[src/source/lpBusPkg.sv]
// Memory-side widths, memory word, character views union, request and response structs
`default_nettype none

package lpBusPkg;

   ////////////////////
   // Widths
   ////////////////////

   // One word of the 36-bit machine
   localparam int wordWidth = 36;
   // Word address into host memory
   localparam int addrWidth = 18;

   typedef logic [wordWidth-1:0] memWord_t;

   // Four 8-bit characters with four unused bits on top
   typedef struct packed {
      logic [3:0]      spare;
      logic [0:3][7:0] ch;
   } eightBit_t;

   // Five 7-bit characters with one unused bit at the bottom
   typedef struct packed {
      logic [0:4][6:0] ch;
      logic            spare;
   } sevenBit_t;

   // Same 36 bits read either way
   typedef union packed {
      eightBit_t eight;
      sevenBit_t seven;
   } charWord_u;

   ////////////////////
   // Memory port
   ////////////////////

   // Request is a level, address held steady while req is up
   typedef struct packed {
      logic                 req;
      logic [addrWidth-1:0] addr;
   } memReq_t;

   // Single-cycle ack with its data word
   typedef struct packed {
      logic     ack;
      memWord_t data;
   } memRsp_t;

endpackage

`default_nettype wire

[src/source/lpCsrPkg.sv]
// Channel count, register map, command and status structs, printer char struct, timing constants
`default_nettype none

package lpCsrPkg;

   ////////////////////
   // Sizes
   ////////////////////

   localparam int numChannels = 3;
   localparam int chanWidth   = 2;
   localparam int countWidth  = 12;
   localparam int regWidth    = 2;
   // Host data path width
   localparam int dataWidth   = 18;
   localparam int timerWidth  = 8;
   // Unused bits between the flags and the count in a status read
   localparam int statusPadWidth = dataWidth - 3 - countWidth;

   // Highest channel index, first to lose priority after reset
   localparam logic [chanWidth-1:0] lastChan = chanWidth'(numChannels - 1);

   // Cycles a request may wait for its ack
   localparam logic [timerWidth-1:0] ackTimeout = 8'd255;

   ////////////////////
   // Register map
   ////////////////////

   localparam logic [regWidth-1:0] regCommand = 2'd0;
   localparam logic [regWidth-1:0] regAddress = 2'd1;
   localparam logic [regWidth-1:0] regCount   = 2'd2;
   localparam logic [regWidth-1:0] regStatus  = 2'd3;

   typedef enum logic {mode8, mode7} charMode_e;

   // go, stop and load fields pulse for one cycle
   typedef struct packed {
      logic                 go;
      logic                 stop;
      logic                 testAckTimeout;
      charMode_e            mode;
      logic                 loadAddr;
      logic                 loadCount;
      logic [dataWidth-1:0] value;
   } chanCmd_t;

   typedef struct packed {
      logic                  running;
      logic                  done;
      logic                  ackError;
      logic [countWidth-1:0] remaining;
   } chanStatus_t;

   // 7-bit characters arrive zero-extended
   typedef struct packed {
      logic       strobe;
      logic [7:0] ch;
   } prtChar_t;

endpackage

`default_nettype wire

[src/source/lpCommandDecode.sv]
// Host register write decoder into per-channel command pulses, status read multiplexer
`default_nettype none
`timescale 1ns/1ps

module lpCommandDecode
(
   input  wire                                    clk,
   input  wire                                    rst,
   input  wire                                    csrWrite,
   input  wire logic [lpCsrPkg::chanWidth-1:0]    csrChan,
   input  wire logic [lpCsrPkg::regWidth-1:0]     csrReg,
   input  wire logic [lpCsrPkg::dataWidth-1:0]    csrWriteData,
   input  wire                                    csrRead,
   input  wire lpCsrPkg::chanStatus_t             status [0:lpCsrPkg::numChannels-1],
   output lpCsrPkg::chanCmd_t                     cmd [0:lpCsrPkg::numChannels-1],
   output logic [lpCsrPkg::dataWidth-1:0]         csrReadData
);

   ////////////////////
   // Write side
   ////////////////////

   // Pulses live for one cycle only
   // Only the addressed channel sees anything
   always_ff @(posedge clk or posedge rst)
   begin
      if (rst)
      begin
         for (int i = 0; i < lpCsrPkg::numChannels; i++)
            cmd[i] <= '0;
      end
      else
      begin
         for (int i = 0; i < lpCsrPkg::numChannels; i++)
         begin
            cmd[i] <= '0;
            if (csrWrite && int'(csrChan) == i)
            begin
               // Load value rides along with every write
               cmd[i].value <= csrWriteData;
               case (csrReg)
                  lpCsrPkg::regCommand:
                  begin
                     // Command word bits
                     cmd[i].go             <= csrWriteData[0];
                     cmd[i].stop           <= csrWriteData[1];
                     cmd[i].testAckTimeout <= csrWriteData[2];
                     cmd[i].mode           <= lpCsrPkg::charMode_e'(csrWriteData[3]);
                  end
                  lpCsrPkg::regAddress:
                     cmd[i].loadAddr <= 1'b1;
                  lpCsrPkg::regCount:
                     cmd[i].loadCount <= 1'b1;
                  default:
                  begin
                     // Status register is read only
                  end
               endcase
            end
         end
      end
   end

   ////////////////////
   // Read side
   ////////////////////

   // Flags on top, count at the bottom
   // Reads have no side effects
   always_comb
   begin
      lpCsrPkg::chanStatus_t sel;
      sel         = '0;
      csrReadData = '0;
      if (csrRead && csrReg == lpCsrPkg::regStatus && int'(csrChan) < lpCsrPkg::numChannels)
      begin
         sel         = status[csrChan];
         csrReadData = {sel.running, sel.done, sel.ackError,
                        {lpCsrPkg::statusPadWidth{1'b0}}, sel.remaining};
      end
   end

endmodule

`default_nettype wire

[src/source/lpDma.sv]
// Single printer channel DMA FSM with address, count, ack timer and character unpacker
`default_nettype none
`timescale 1ns/1ps

module lpDma
(
   input  wire                        clk,
   input  wire                        rst,
   input  wire lpCsrPkg::chanCmd_t    cmd,
   input  wire lpBusPkg::memRsp_t     memRsp,
   input  wire                        printerReady,
   output lpBusPkg::memReq_t          memReq,
   output lpCsrPkg::prtChar_t         prtChar,
   output lpCsrPkg::chanStatus_t      status
);

   typedef enum logic [2:0] {
      stIdle,
      stWaitReady,
      stRead,
      stUnpack,
      stNext,
      stDone,
      stAckFail
   } state_e;

   state_e                                state;
   logic [lpBusPkg::addrWidth-1:0]        addr;
   logic [lpCsrPkg::countWidth-1:0]       remaining;
   logic [lpCsrPkg::timerWidth-1:0]       timer;
   logic [2:0]                            charIdx;
   logic [2:0]                            lastIdx;
   logic                                  req;
   logic                                  running;
   logic                                  done;
   logic                                  ackError;
   logic                                  testAck;
   lpCsrPkg::charMode_e                   mode;
   lpBusPkg::charWord_u                   word;
   logic [7:0]                            curChar;
   logic                                  ackSeen;

   // Ack counts only when not under the timeout test
   assign ackSeen = memRsp.ack && !testAck;

   // Last character slot of a word
   assign lastIdx = (mode == lpCsrPkg::mode8) ? 3'd3 : 3'd4;

   ////////////////////
   // Control FSM
   ////////////////////

   always_ff @(posedge clk or posedge rst)
   begin
      if (rst)
      begin
         state     <= stIdle;
         addr      <= '0;
         remaining <= '0;
         timer     <= lpCsrPkg::ackTimeout;
         charIdx   <= '0;
         req       <= 1'b0;
         running   <= 1'b0;
         done      <= 1'b0;
         ackError  <= 1'b0;
         testAck   <= 1'b0;
         mode      <= lpCsrPkg::mode8;
      end
      else if (cmd.stop)
      begin
         // Abort wherever we are, done stays as it was
         state   <= stIdle;
         req     <= 1'b0;
         running <= 1'b0;
      end
      else
      begin
         case (state)
            stIdle:
            begin
               // Setup writes land only while idle
               if (cmd.loadAddr)
                  addr <= cmd.value;
               if (cmd.loadCount)
                  remaining <= cmd.value[lpCsrPkg::countWidth-1:0];
               if (cmd.go)
               begin
                  running  <= 1'b1;
                  done     <= 1'b0;
                  ackError <= 1'b0;
                  mode     <= cmd.mode;
                  testAck  <= cmd.testAckTimeout;
                  // Empty job finishes at once
                  state    <= (remaining == '0) ? stDone : stWaitReady;
               end
            end

            stWaitReady:
               if (printerReady)
               begin
                  req   <= 1'b1;
                  timer <= lpCsrPkg::ackTimeout;
                  state <= stRead;
               end

            stRead:
               if (ackSeen)
               begin
                  req     <= 1'b0;
                  charIdx <= '0;
                  state   <= stUnpack;
               end
               else if (timer == '0)
               begin
                  // Give up on this word
                  req   <= 1'b0;
                  state <= stAckFail;
               end
               else
                  timer <= timer - 1'b1;

            stUnpack:
               // One character per ready cycle
               if (printerReady)
               begin
                  remaining <= remaining - 1'b1;
                  charIdx   <= charIdx + 1'b1;
                  if (remaining == 1 || charIdx == lastIdx)
                     state <= stNext;
               end

            stNext:
            begin
               addr  <= addr + 1'b1;
               state <= (remaining == '0) ? stDone : stWaitReady;
            end

            stAckFail:
            begin
               ackError <= 1'b1;
               state    <= stDone;
            end

            stDone:
            begin
               running <= 1'b0;
               // A failed run is not a finished one
               done    <= !ackError;
               state   <= stIdle;
            end

            default:
               state <= stIdle;
         endcase
      end
   end

   ////////////////////
   // Data word
   ////////////////////

   // Captured on the accepted ack
   always_ff @(posedge clk)
   begin
      if (state == stRead && ackSeen)
         word <= memRsp.data;
   end

   // Pick the current character from the view the mode selects
   always_comb
   begin
      if (mode == lpCsrPkg::mode8)
         curChar = word.eight.ch[charIdx[1:0]];
      else
         curChar = {1'b0, word.seven.ch[charIdx]};
   end

   // Outputs
   assign memReq.req  = req;
   assign memReq.addr = addr;

   // Strobe only in a ready cycle
   assign prtChar.strobe = (state == stUnpack) && printerReady;
   assign prtChar.ch     = curChar;

   assign status.running   = running;
   assign status.done      = done;
   assign status.ackError  = ackError;
   assign status.remaining = remaining;

endmodule

`default_nettype wire

[src/source/lpMemArbiter.sv]
// Round-robin memory arbiter with grant-gated response routing
`default_nettype none
`timescale 1ns/1ps

module lpMemArbiter
(
   input  wire                        clk,
   input  wire                        rst,
   input  wire lpBusPkg::memReq_t     chanReq [0:lpCsrPkg::numChannels-1],
   input  wire lpBusPkg::memRsp_t     extRsp,
   output lpBusPkg::memRsp_t          chanRsp [0:lpCsrPkg::numChannels-1],
   output lpBusPkg::memReq_t          extReq
);

   // Grant index doubles as the last channel served
   logic [lpCsrPkg::chanWidth-1:0] grant;
   logic [lpCsrPkg::chanWidth-1:0] pick;
   logic                           busy;
   logic                           found;

   ////////////////////
   // Next requester
   ////////////////////

   // Search starts just past the last grant
   always_comb
   begin
      int idx;
      found = 1'b0;
      pick  = grant;
      for (int k = 1; k <= lpCsrPkg::numChannels; k++)
      begin
         idx = (int'(grant) + k) % lpCsrPkg::numChannels;
         if (!found && chanReq[idx].req)
         begin
            found = 1'b1;
            pick  = idx[lpCsrPkg::chanWidth-1:0];
         end
      end
   end

   always_ff @(posedge clk or posedge rst)
   begin
      if (rst)
      begin
         busy   <= 1'b0;
         grant  <= lpCsrPkg::lastChan;
         extReq <= '0;
      end
      else if (busy)
      begin
         // Ack ends the transfer, so does a channel that gave up
         if (extRsp.ack || !chanReq[grant].req)
         begin
            busy   <= 1'b0;
            extReq <= '0;
         end
         else
            extReq <= chanReq[grant];
      end
      else if (found)
      begin
         busy   <= 1'b1;
         grant  <= pick;
         extReq <= chanReq[pick];
      end
   end

   // Response reaches the granted channel only, same cycle
   always_comb
   begin
      for (int i = 0; i < lpCsrPkg::numChannels; i++)
         chanRsp[i] = (busy && int'(grant) == i) ? extRsp : '0;
   end

endmodule

`default_nettype wire

[src/source/lpPrinterSubsystem.sv]
// Printer subsystem top with command decoder, channel array and memory arbiter
`default_nettype none
`timescale 1ns/1ps

module lpPrinterSubsystem
(
   input  wire                                    clk,
   input  wire                                    rst,
   input  wire                                    csrWrite,
   input  wire logic [lpCsrPkg::chanWidth-1:0]    csrChan,
   input  wire logic [lpCsrPkg::regWidth-1:0]     csrReg,
   input  wire logic [lpCsrPkg::dataWidth-1:0]    csrWriteData,
   input  wire                                    csrRead,
   output logic [lpCsrPkg::dataWidth-1:0]         csrReadData,
   output lpBusPkg::memReq_t                      memReq,
   input  wire lpBusPkg::memRsp_t                 memRsp,
   input  wire logic [lpCsrPkg::numChannels-1:0]  printerReady,
   output lpCsrPkg::prtChar_t                     prtChar [0:lpCsrPkg::numChannels-1]
);

   // Per-channel wiring
   lpCsrPkg::chanCmd_t    cmd     [0:lpCsrPkg::numChannels-1];
   lpCsrPkg::chanStatus_t status  [0:lpCsrPkg::numChannels-1];
   lpBusPkg::memReq_t     chanReq [0:lpCsrPkg::numChannels-1];
   lpBusPkg::memRsp_t     chanRsp [0:lpCsrPkg::numChannels-1];

   // Host registers
   lpCommandDecode uDecode
   (
      .clk          (clk),
      .rst          (rst),
      .csrWrite     (csrWrite),
      .csrChan      (csrChan),
      .csrReg       (csrReg),
      .csrWriteData (csrWriteData),
      .csrRead      (csrRead),
      .status       (status),
      .cmd          (cmd),
      .csrReadData  (csrReadData)
   );

   // One DMA engine per printer
   for (genvar i = 0; i < lpCsrPkg::numChannels; i++)
   begin : gChan
      lpDma uDma
      (
         .clk          (clk),
         .rst          (rst),
         .cmd          (cmd[i]),
         .memRsp       (chanRsp[i]),
         .printerReady (printerReady[i]),
         .memReq       (chanReq[i]),
         .prtChar      (prtChar[i]),
         .status       (status[i])
      );
   end

   // Shared memory port
   lpMemArbiter uArbiter
   (
      .clk     (clk),
      .rst     (rst),
      .chanReq (chanReq),
      .extRsp  (memRsp),
      .chanRsp (chanRsp),
      .extReq  (memReq)
   );

endmodule

`default_nettype wire

[config.mk]
export PLATFORM = sky130hd
export DESIGN_NAME = lpPrinterSubsystem
export DESIGN_NICKNAME = d
export VERILOG_FILES = /design/src/source/lpBusPkg.sv /design/src/source/lpCsrPkg.sv /design/src/source/lpCommandDecode.sv /design/src/source/lpDma.sv /design/src/source/lpMemArbiter.sv /design/src/source/lpPrinterSubsystem.sv
export SDC_FILE = /design/constraint.sdc
export NUM_CORES = 1
export LEC_CHECK = 0
export BUFFER_PORTS_ARGS = -buffer_cell sky130_fd_sc_hd__buf_2
export CORE_ASPECT_RATIO = 0.75
export CORE_UTILIZATION = 60
export CTS_CLUSTER_SIZE = 10
export DETAILED_ROUTE_END_ITERATION = 10
export PLACE_DENSITY_LB_ADDON = 0.08
export SYNTH_ARGS = -nofsm -noshare
export SYNTH_HDL_FRONTEND = slang
export SYNTH_SLANG_ARGS = --single-unit
[constraint.sdc]
create_clock -name clk -period 17.18 [get_ports clk]
set_clock_uncertainty 0.2 [all_clocks]
set_input_delay 0.859 -clock clk [delete_from_list [all_inputs] [get_ports clk]]
set_output_delay 0.859 -clock clk [all_outputs]
set_load 0.01 [all_outputs]
; ---- After elaboration in Yosys (flattened, before gate mapping)
; Cells that the tools add are included.
[classes]
addsub = 15
mul = 0
n_div = 3
order_cmp = 13
eq_ne = 70
shift = 0
mux = 160
n_bitwise = 16
n_reduce_logical = 100
[op_table]
columns = op, n
row1 = 2-to-1 mux 19 bit, 13
row2 = binary-select mux 19 bit (select 2 bit), 5
row3 = 2-to-1 mux 8 bit, 18
row4 = 2-to-1 mux 37 bit, 3
row5 = one-hot mux 18 bit (2 select lines), 3
row6 = 2-to-1 mux 3 bit, 33
row7 = greater-or-equal comparator 32 x 3 -> 1 bit (second input constant), 3
row8 = modulo 32 x 3 -> 32 bit (second input constant), 3
row9 = inverter 32 bit, 3
row10 = 2-to-1 mux 12 bit, 6
row11 = 2-to-1 mux 18 bit, 4
row12 = 2-to-1 mux 24 bit, 3
row13 = one-hot mux 12 bit (2 select lines), 3
row14 = binary-select mux 7 bit (select 3 bit), 3
row15 = adder 18 x 1 -> 18 bit (second input constant), 3
row16 = one-hot mux 3 bit (6 select lines), 3
row17 = binary-select mux 8 bit (select 2 bit), 3
row18 = one-hot mux 8 bit (2 select lines), 3
row19 = AND reduction 3 bit, 15
row20 = 2-to-1 mux 7 bit, 6
row21 = inequality test 2 bit (second input constant), 21
row22 = nonzero test 2 bit, 19
row23 = == test 12 x 1 -> 1 bit (second input constant), 3
row24 = zero test 12 bit, 3
row25 = other kinds (38), 195
[totals]
reg_bits = 352
latch_bits = 0
mem_bits_rw = 0
mem_bits_ro = 0
wordCells = 438
n_memories = 0

; ---- Depth between registers and ports, before layout
[depth]
word_depth = 19
mapped_depth = 13
ltp_nobuf = 8

; ---- Cells and area by module
; From an unflattened synthesis, not the netlist that was laid out.
[unflattened]
cells_unflattened = 2005
area_unflattened_um2 = 20721.1
[by_module_without_submodules]
columns = module, instances, cells_each, area_per_inst_um2, seq_area_each_um2
row1 = lpDma, 3, 447, 4832.1, 2342.2
row2 = lpMemArbiter, 1, 452, 3392.0, 551.8
row3 = lpCommandDecode, 1, 212, 2832.7, 1801.7

; ---- Least setup slack after synthesis
; Ideal clock, no wire load.
[synth_path]
path_type = register to register
start = reg uArbiter.grant[1] (netlist bit)
end = reg gChan[1].uDma.charIdx[0]
arrival_ns = 3.781
required_time_ns = 16.844
setup_slack_ns = 13.063
path_stages_with_launch = 12
period_less_slack_ns = 4.117
path_cell_list = dfstp_2 > clkbuf_1 > clkbuf_1 > inv_1 > ha_1 > clkbuf_1 > clkbuf_1 > nand4b_1 > nor2_1 > o21bai_1 > nand2_1 > o21ai_0
[synth_between]
elab_chain_len = 6
[synth_rtl]
columns = element, line_no
row1 = from (decl), lpMemArbiter.sv:16  ; logic [lpCsrPkg::chanWidth-1:0] grant;
row2 = from (signal assigned), lpMemArbiter.sv:47  ; grant <= lpCsrPkg::lastChan;
row3 = from (signal assigned), lpMemArbiter.sv:64  ; grant <= pick;
row4 = == test 2 bit, lpMemArbiter.sv:73  ; chanRsp[i] = (busy && int'(grant) == i) ? extRsp : '0;
row5 = logical AND 1 bit, lpMemArbiter.sv:73
row6 = 2-to-1 mux 37 bit, lpMemArbiter.sv:73
row7 = logical AND 1 bit, lpDma.sv:44  ; assign ackSeen = memRsp.ack && !testAck;
row8 = inequality test 2 x 1 -> 1 bit (no source line), --
row9 = AND reduction 4 bit (no source line), --
row10 = to (signal assigned), lpDma.sv:127  ; charIdx <= charIdx + 1'b1;
row11 = to (decl), lpDma.sv:31  ; logic [2:0] charIdx;
; Every way passes these cells.
; A chain may end at the register's enable or synchronous reset.

; ---- Final worst setup path
[layout_path]
start = reg uArbiter.grant[1] (netlist bit)
end = reg uArbiter.extReq[1] (netlist bit)
[layout_between]
elab_chain_len = 19
word_cells_on_any_way = 42
[layout_rtl]
columns = element, line_no
row1 = adder 2 x 1 -> 3 bit, lpMemArbiter.sv:33  ; idx = (int'(grant) + k) % lpCsrPkg::numChannels;
row2 = modulo 32 x 3 -> 32 bit, lpMemArbiter.sv:33
row3 = inverter 32 bit (not written as such), lpMemArbiter.sv:34  ; if (!found && chanReq[idx].req)
row4 = binary-select mux 19 bit (select 2 bit), lpMemArbiter.sv:34
row5 = 2-to-1 mux 19 bit (not written as such) (2 in a row), lpMemArbiter.sv:34
row6 = 2-to-1 mux 1 bit, lpMemArbiter.sv:34
row7 = zero test 1 bit, lpMemArbiter.sv:34
row8 = logical AND 1 bit, lpMemArbiter.sv:34
row9 = 2-to-1 mux 1 bit, lpMemArbiter.sv:34
row10 = zero test 1 bit, lpMemArbiter.sv:34
row11 = logical AND 1 bit, lpMemArbiter.sv:34
row12 = 2-to-1 mux 2 bit, lpMemArbiter.sv:34
row13 = inverter 2 -> 3 bit (not written as such), lpMemArbiter.sv:65  ; extReq <= chanReq[pick];
row14 = binary-select mux 19 bit (select 2 bit), lpMemArbiter.sv:65
row15 = 2-to-1 mux 19 bit (not written as such) (2 in a row), lpMemArbiter.sv:65
row16 = 2-to-1 mux 19 bit, lpMemArbiter.sv:61  ; else if (found)
row17 = 2-to-1 mux 19 bit, lpMemArbiter.sv:50  ; else if (busy)
row18 = to (signal assigned), lpMemArbiter.sv:59  ; extReq <= chanReq[grant];
row19 = to (signal assigned), lpMemArbiter.sv:65
row20 = to (decl), lpMemArbiter.sv:12  ; output lpBusPkg::memReq_t extReq
; Several ways; a longest one is shown, not always the timed one. The select of a mux whose other input is x is not followed.

==> results.py <==
metrics = {
    "yosys": {
        "synth_top_area_share_pct": 28.4,
        "synth-edff-count": 108,
        "synthArstFlopShare_pct": 69.3,
        "syn-cell-area_um2": 19300,
        "synth_top_area_cell": "dfrtp_1",
        "synth_cell_types": 82,
        "yosysWarnings": 0,
        "synth.avg_cell_area_um2": 9.71,
        "ys_seq_area_share_pct": 48.6,
        "synth_area_leaders": "dfrtp_1 28%, edfxtp_1 17%, mux4_2 5.2%, a21oi_1 4.9%, and3_1 4.5%",
        "synth_ff_type": "dfrtp_1",
        "ys_ff_latch": 352,
        "postSynthCellCount": 1990,
    },
    "timing": {
        "hold_viol_final": 0,
        "fin_tns_setup_ns": 0,
        "finalMaxSlewViolations": 0,
        "period_share_pct": 25.0,
        "fmax_ghz": 0.233,
        "rsz0062_at_grt": "false",
        "fin_ws_ns": 12.89,
        "max_slew_margin_pct": 21.7,
        "worstMarginPinSlew_ns": 1.17,
        "setup_viol_count_final": 0,
        "finalCriticalPeriod_ns": 4.29,
    },
    "critical_path": {
        "crit_buf_inv": 2,
        "worst-path-stages": 9,
        "crit_required_ns": 17.44,
        "critPathMaxFanout": 48,
        "r2r_slack_ns": 12.89,
        "critPathKind": "flip-flop to flip-flop",
        "crit_chain": "inv_1, ha_1, buf_4, mux2i_1, mux2_2, o2111a_1, or2_1, a31oi_1, a21oi_1",
        "critPathLaunch": "uArbiter.grant[1]",
        "crit_end": "uArbiter.extReq[1]",
        "reg2reg_to": "uArbiter.extReq[1]",
        "path_delay_family": "compound AO/OA/AOI/OAI gates",
        "start_kind": "flip-flop",
        "cpMaxStageDelayCell": "dfstp_2",
        "endpoint_kind": "flip-flop",
        "crit_arrival_ns": 4.55,
        "r2r-start": "uArbiter.grant[1]",
        "reg2reg_depth": 9,
        "slowest_delay_ns": 0.99,
    },
    "placed_design": {
        "place_ws_ns": 12.95,
        "dpl-instance-area_um2": 20100,
        "gp_congestion": 1.02,
        "io_buffer_count": 126,
        "place_inst": 2400,
        "hpwl_mm": 41.6,
    },
    "global_routing": {
        "grt_max_degree": 128,
        "grt_pass1_wl_mm": 87.8,
        "grt_pass1_vias": 14896,
        "overflow": 0,
        "antenna_found_initial": 1,
        "grt_use_total_pct": 35.5,
    },
    "cts": {
        "cts_resized": 0,
        "postCtsSetupBuffers": 0,
        "clk_latency_ns": 0.54,
        "cts.clk_slew.worst_paths_ns": 0.06,
        "cts.sinks": 352,
        "cts_tree": "done",
        "clockBufferDepth": 3,
        "clock-root-buffer": "clkbuf_16",
        "htreeDepth": 2,
        "cts_buffers": 41,
        "hold_buffers": 0,
    },
    "cells_and_area": {
        "antenna_cells": 0,
        "drive_above_1_share_pct": 14.2,
        "fin_cells": 2465,
        "design_area_um2": 21300,
        "nets": 2129,
        "area.growth.synth_to_final_pct": 10.0,
    },
    "floorplanning": {
        "die_w_um": 209,
        "core.rowCount": 56,
        "die_h_um": 157,
        "dieArea_um2": 32900,
        "ios": 130,
        "start_util_pct": 61.4,
        "core-area_um2": 31500,
    },
    "routing": {
        "dr.pass1.iters": 7,
        "wl_mm": 58.2,
        "num_vias": 16366,
        "drt_iter0_drc": 1868,
        "vias_per_cell": 6.64,
        "wl_per_cell_um": 23.6,
        "drc_errors": 0,
        "ant_nets": 0,
    },
    "power_and_ir_drop": {
        "vdd_ir_drop_max_v": 0.000112,
        "p_per_area_nw_per_um2": 173,
        "power_leakage_nw": 9.08,
    },
    "run": {
        "maxCapViolCount": 0,
    },
    "status": {
        "status": "finished, final reports clean",
    },
    "hold_path": {
        "worstHoldPathType": "flip-flop to flip-flop",
    },
}
stage by stage:
stage / total power [mW] / utilization (%) / hold slack [ns]
2_1_floorplan: 2.40 / - / 0.255
3_3_place_gp: 2.81 / 63.9 / 0.254
3_5_place_dp: 2.85 / 63.9 / 0.273
4_1_cts: 3.64 / 67.6 / 0.287
5_1_grt: 3.90 / 67.6 / 0.293
6_report: 3.68 / 67.6 / 0.282
power breakdown:
part / switching, mW / internal (mW)
Combinational: 0.844 / 0.582
Sequential: 0.398 / 1.07
Clock: 0.333 / 0.452
cell families after synthesis:
group | after synthesis | share of synthesized area, %
AO/OA/AOI/OAI | 505 | 15.8
multiplexers | 105 | 8.42
XOR/XNOR | 16 | 0.725
flip-flops | 352 | 48.6
buffers and inverters | 185 | 3.73
AND/OR/NAND/NOR | 800 | 21.1
other | 1 | 0.0194
adder cells (fa/ha/maj) | 26 | 1.68
cells in the mapped netlist, drive strengths merged, types with 5 or more instances:
| library cell | n |
|---|---|
| a221oi | 8 |
| nand2b | 12 |
| or3 | 7 |
| nand4b | 5 |
| edfxtp | 108 |
| a21oi | 191 |
| nor2 | 216 |
| mux4 | 45 |
| o21ai | 133 |
| nand3b | 8 |
| a211o | 7 |
| a31oi | 22 |
| nand2 | 163 |
| mux2 | 10 |
| xor2 | 11 |
| and3 | 140 |
| and2 | 49 |
| a22oi | 18 |
| nand3 | 60 |
| nand4 | 11 |
| mux2i | 50 |
| a32oi | 5 |
| nor3b | 37 |
| nor3 | 41 |
| clkbuf | 122 |
| a211oi | 9 |
| ha | 26 |
| or4 | 9 |
| nor2b | 11 |
| nor4 | 15 |
| o31ai | 15 |
| dfrtp | 219 |
| buf | 19 |
| o2bb2ai | 13 |
| inv | 43 |
| a2bb2oi | 9 |
| o22ai | 30 |
| xnor2 | 5 |
| dfstp | 25 |
| o211ai | 6 |
state kept, by name, indices dropped and copies added (netlist names):
| register | count |
|---|---|
| gChan.uDma.ackError | 3 |
| gChan.uDma.addr | 54 |
| gChan.uDma.charIdx | 9 |
| gChan.uDma.done | 3 |
| gChan.uDma.mode | 3 |
| gChan.uDma.remaining | 36 |
| gChan.uDma.req | 3 |
| gChan.uDma.running | 3 |
| gChan.uDma.state | 9 |
| gChan.uDma.testAck | 3 |
| gChan.uDma.timer | 24 |
| gChan.uDma.word | 108 |
| uArbiter.busy | 1 |
| uArbiter.extReq | 19 |
| uArbiter.grant | 2 |
| uDecode.cmd | 72 |
area by class of cell:
class / count / area, µm²
Fill cell: 2477 / 10200
Sequential cell: 352 / 9380
Multi-Input combinational cell: 1455 / 9280
Clock buffer: 63 / 1140
Timing Repair Buffer: 143 / 758
Tap cell: 406 / 508
Inverter: 44 / 173
Clock inverter: 2 / 21.3
layout by cell type, fill, tap and decap left out, types with 17 or more instances in the layout:
cell type  count
dfrtp_1      218
nor2_1       215
a21oi_1      190
nand2_1      163
and3_1       140
o21ai_0      129
buf_2        126
edfxtp_1     108
nand3_1       60
mux2i_1       50
and2_1        49
mux4_2        45
inv_1         42
clkbuf_16     42
nor3_1        38
nor3b_1       35
o22ai_1       30
ha_1          26
dfstp_2       25
a31oi_1       22
clkbuf_1      20
a22oi_1       18
buf_4         17
how the worst min path moves through the flow:
stage	startpoint	endpoint	slack [ns]	depth (start not counted)
global route	uDecode.cmd[44]	gChan[1].uDma.mode	0.29	1
floorplan	uDecode.cmd[68]	gChan[0].uDma.mode	0.26	1
global placement	uArbiter.extReq[18]	uArbiter.extReq[18]	0.25	1
detailed placement	uArbiter.extReq[18]	uArbiter.extReq[18]	0.27	1
CTS	uArbiter.extReq[18]	uArbiter.extReq[18]	0.29	1
finish	uArbiter.extReq[18]	uArbiter.extReq[18]	0.28	1
routing by layer:
metal | vias to the layer above | GRT usage [%] | wire, µm | share of wire, %
met1 | 7993 | 55.3 | 26200 | 45
met4 | 0 | 6.62 | 722 | 1.2
met2 | 917 | 44.7 | 22300 | 38
li1 | 7396 | - | - | -
met5 | - | 0 | 0 | 0
met3 | 60 | 15.4 | 8980 | 15
worst reg2reg max path, stage by stage (launching register included):
cell      delay, ns
dfstp_2        0.99
inv_1          0.24
ha_1           0.25
buf_4          0.25
mux2i_1        0.24
mux2_2         0.25
o2111a_1       0.70
or2_1          0.72
a31oi_1        0.18
a21oi_1        0.20
Power figures use the tool's default switching activity.
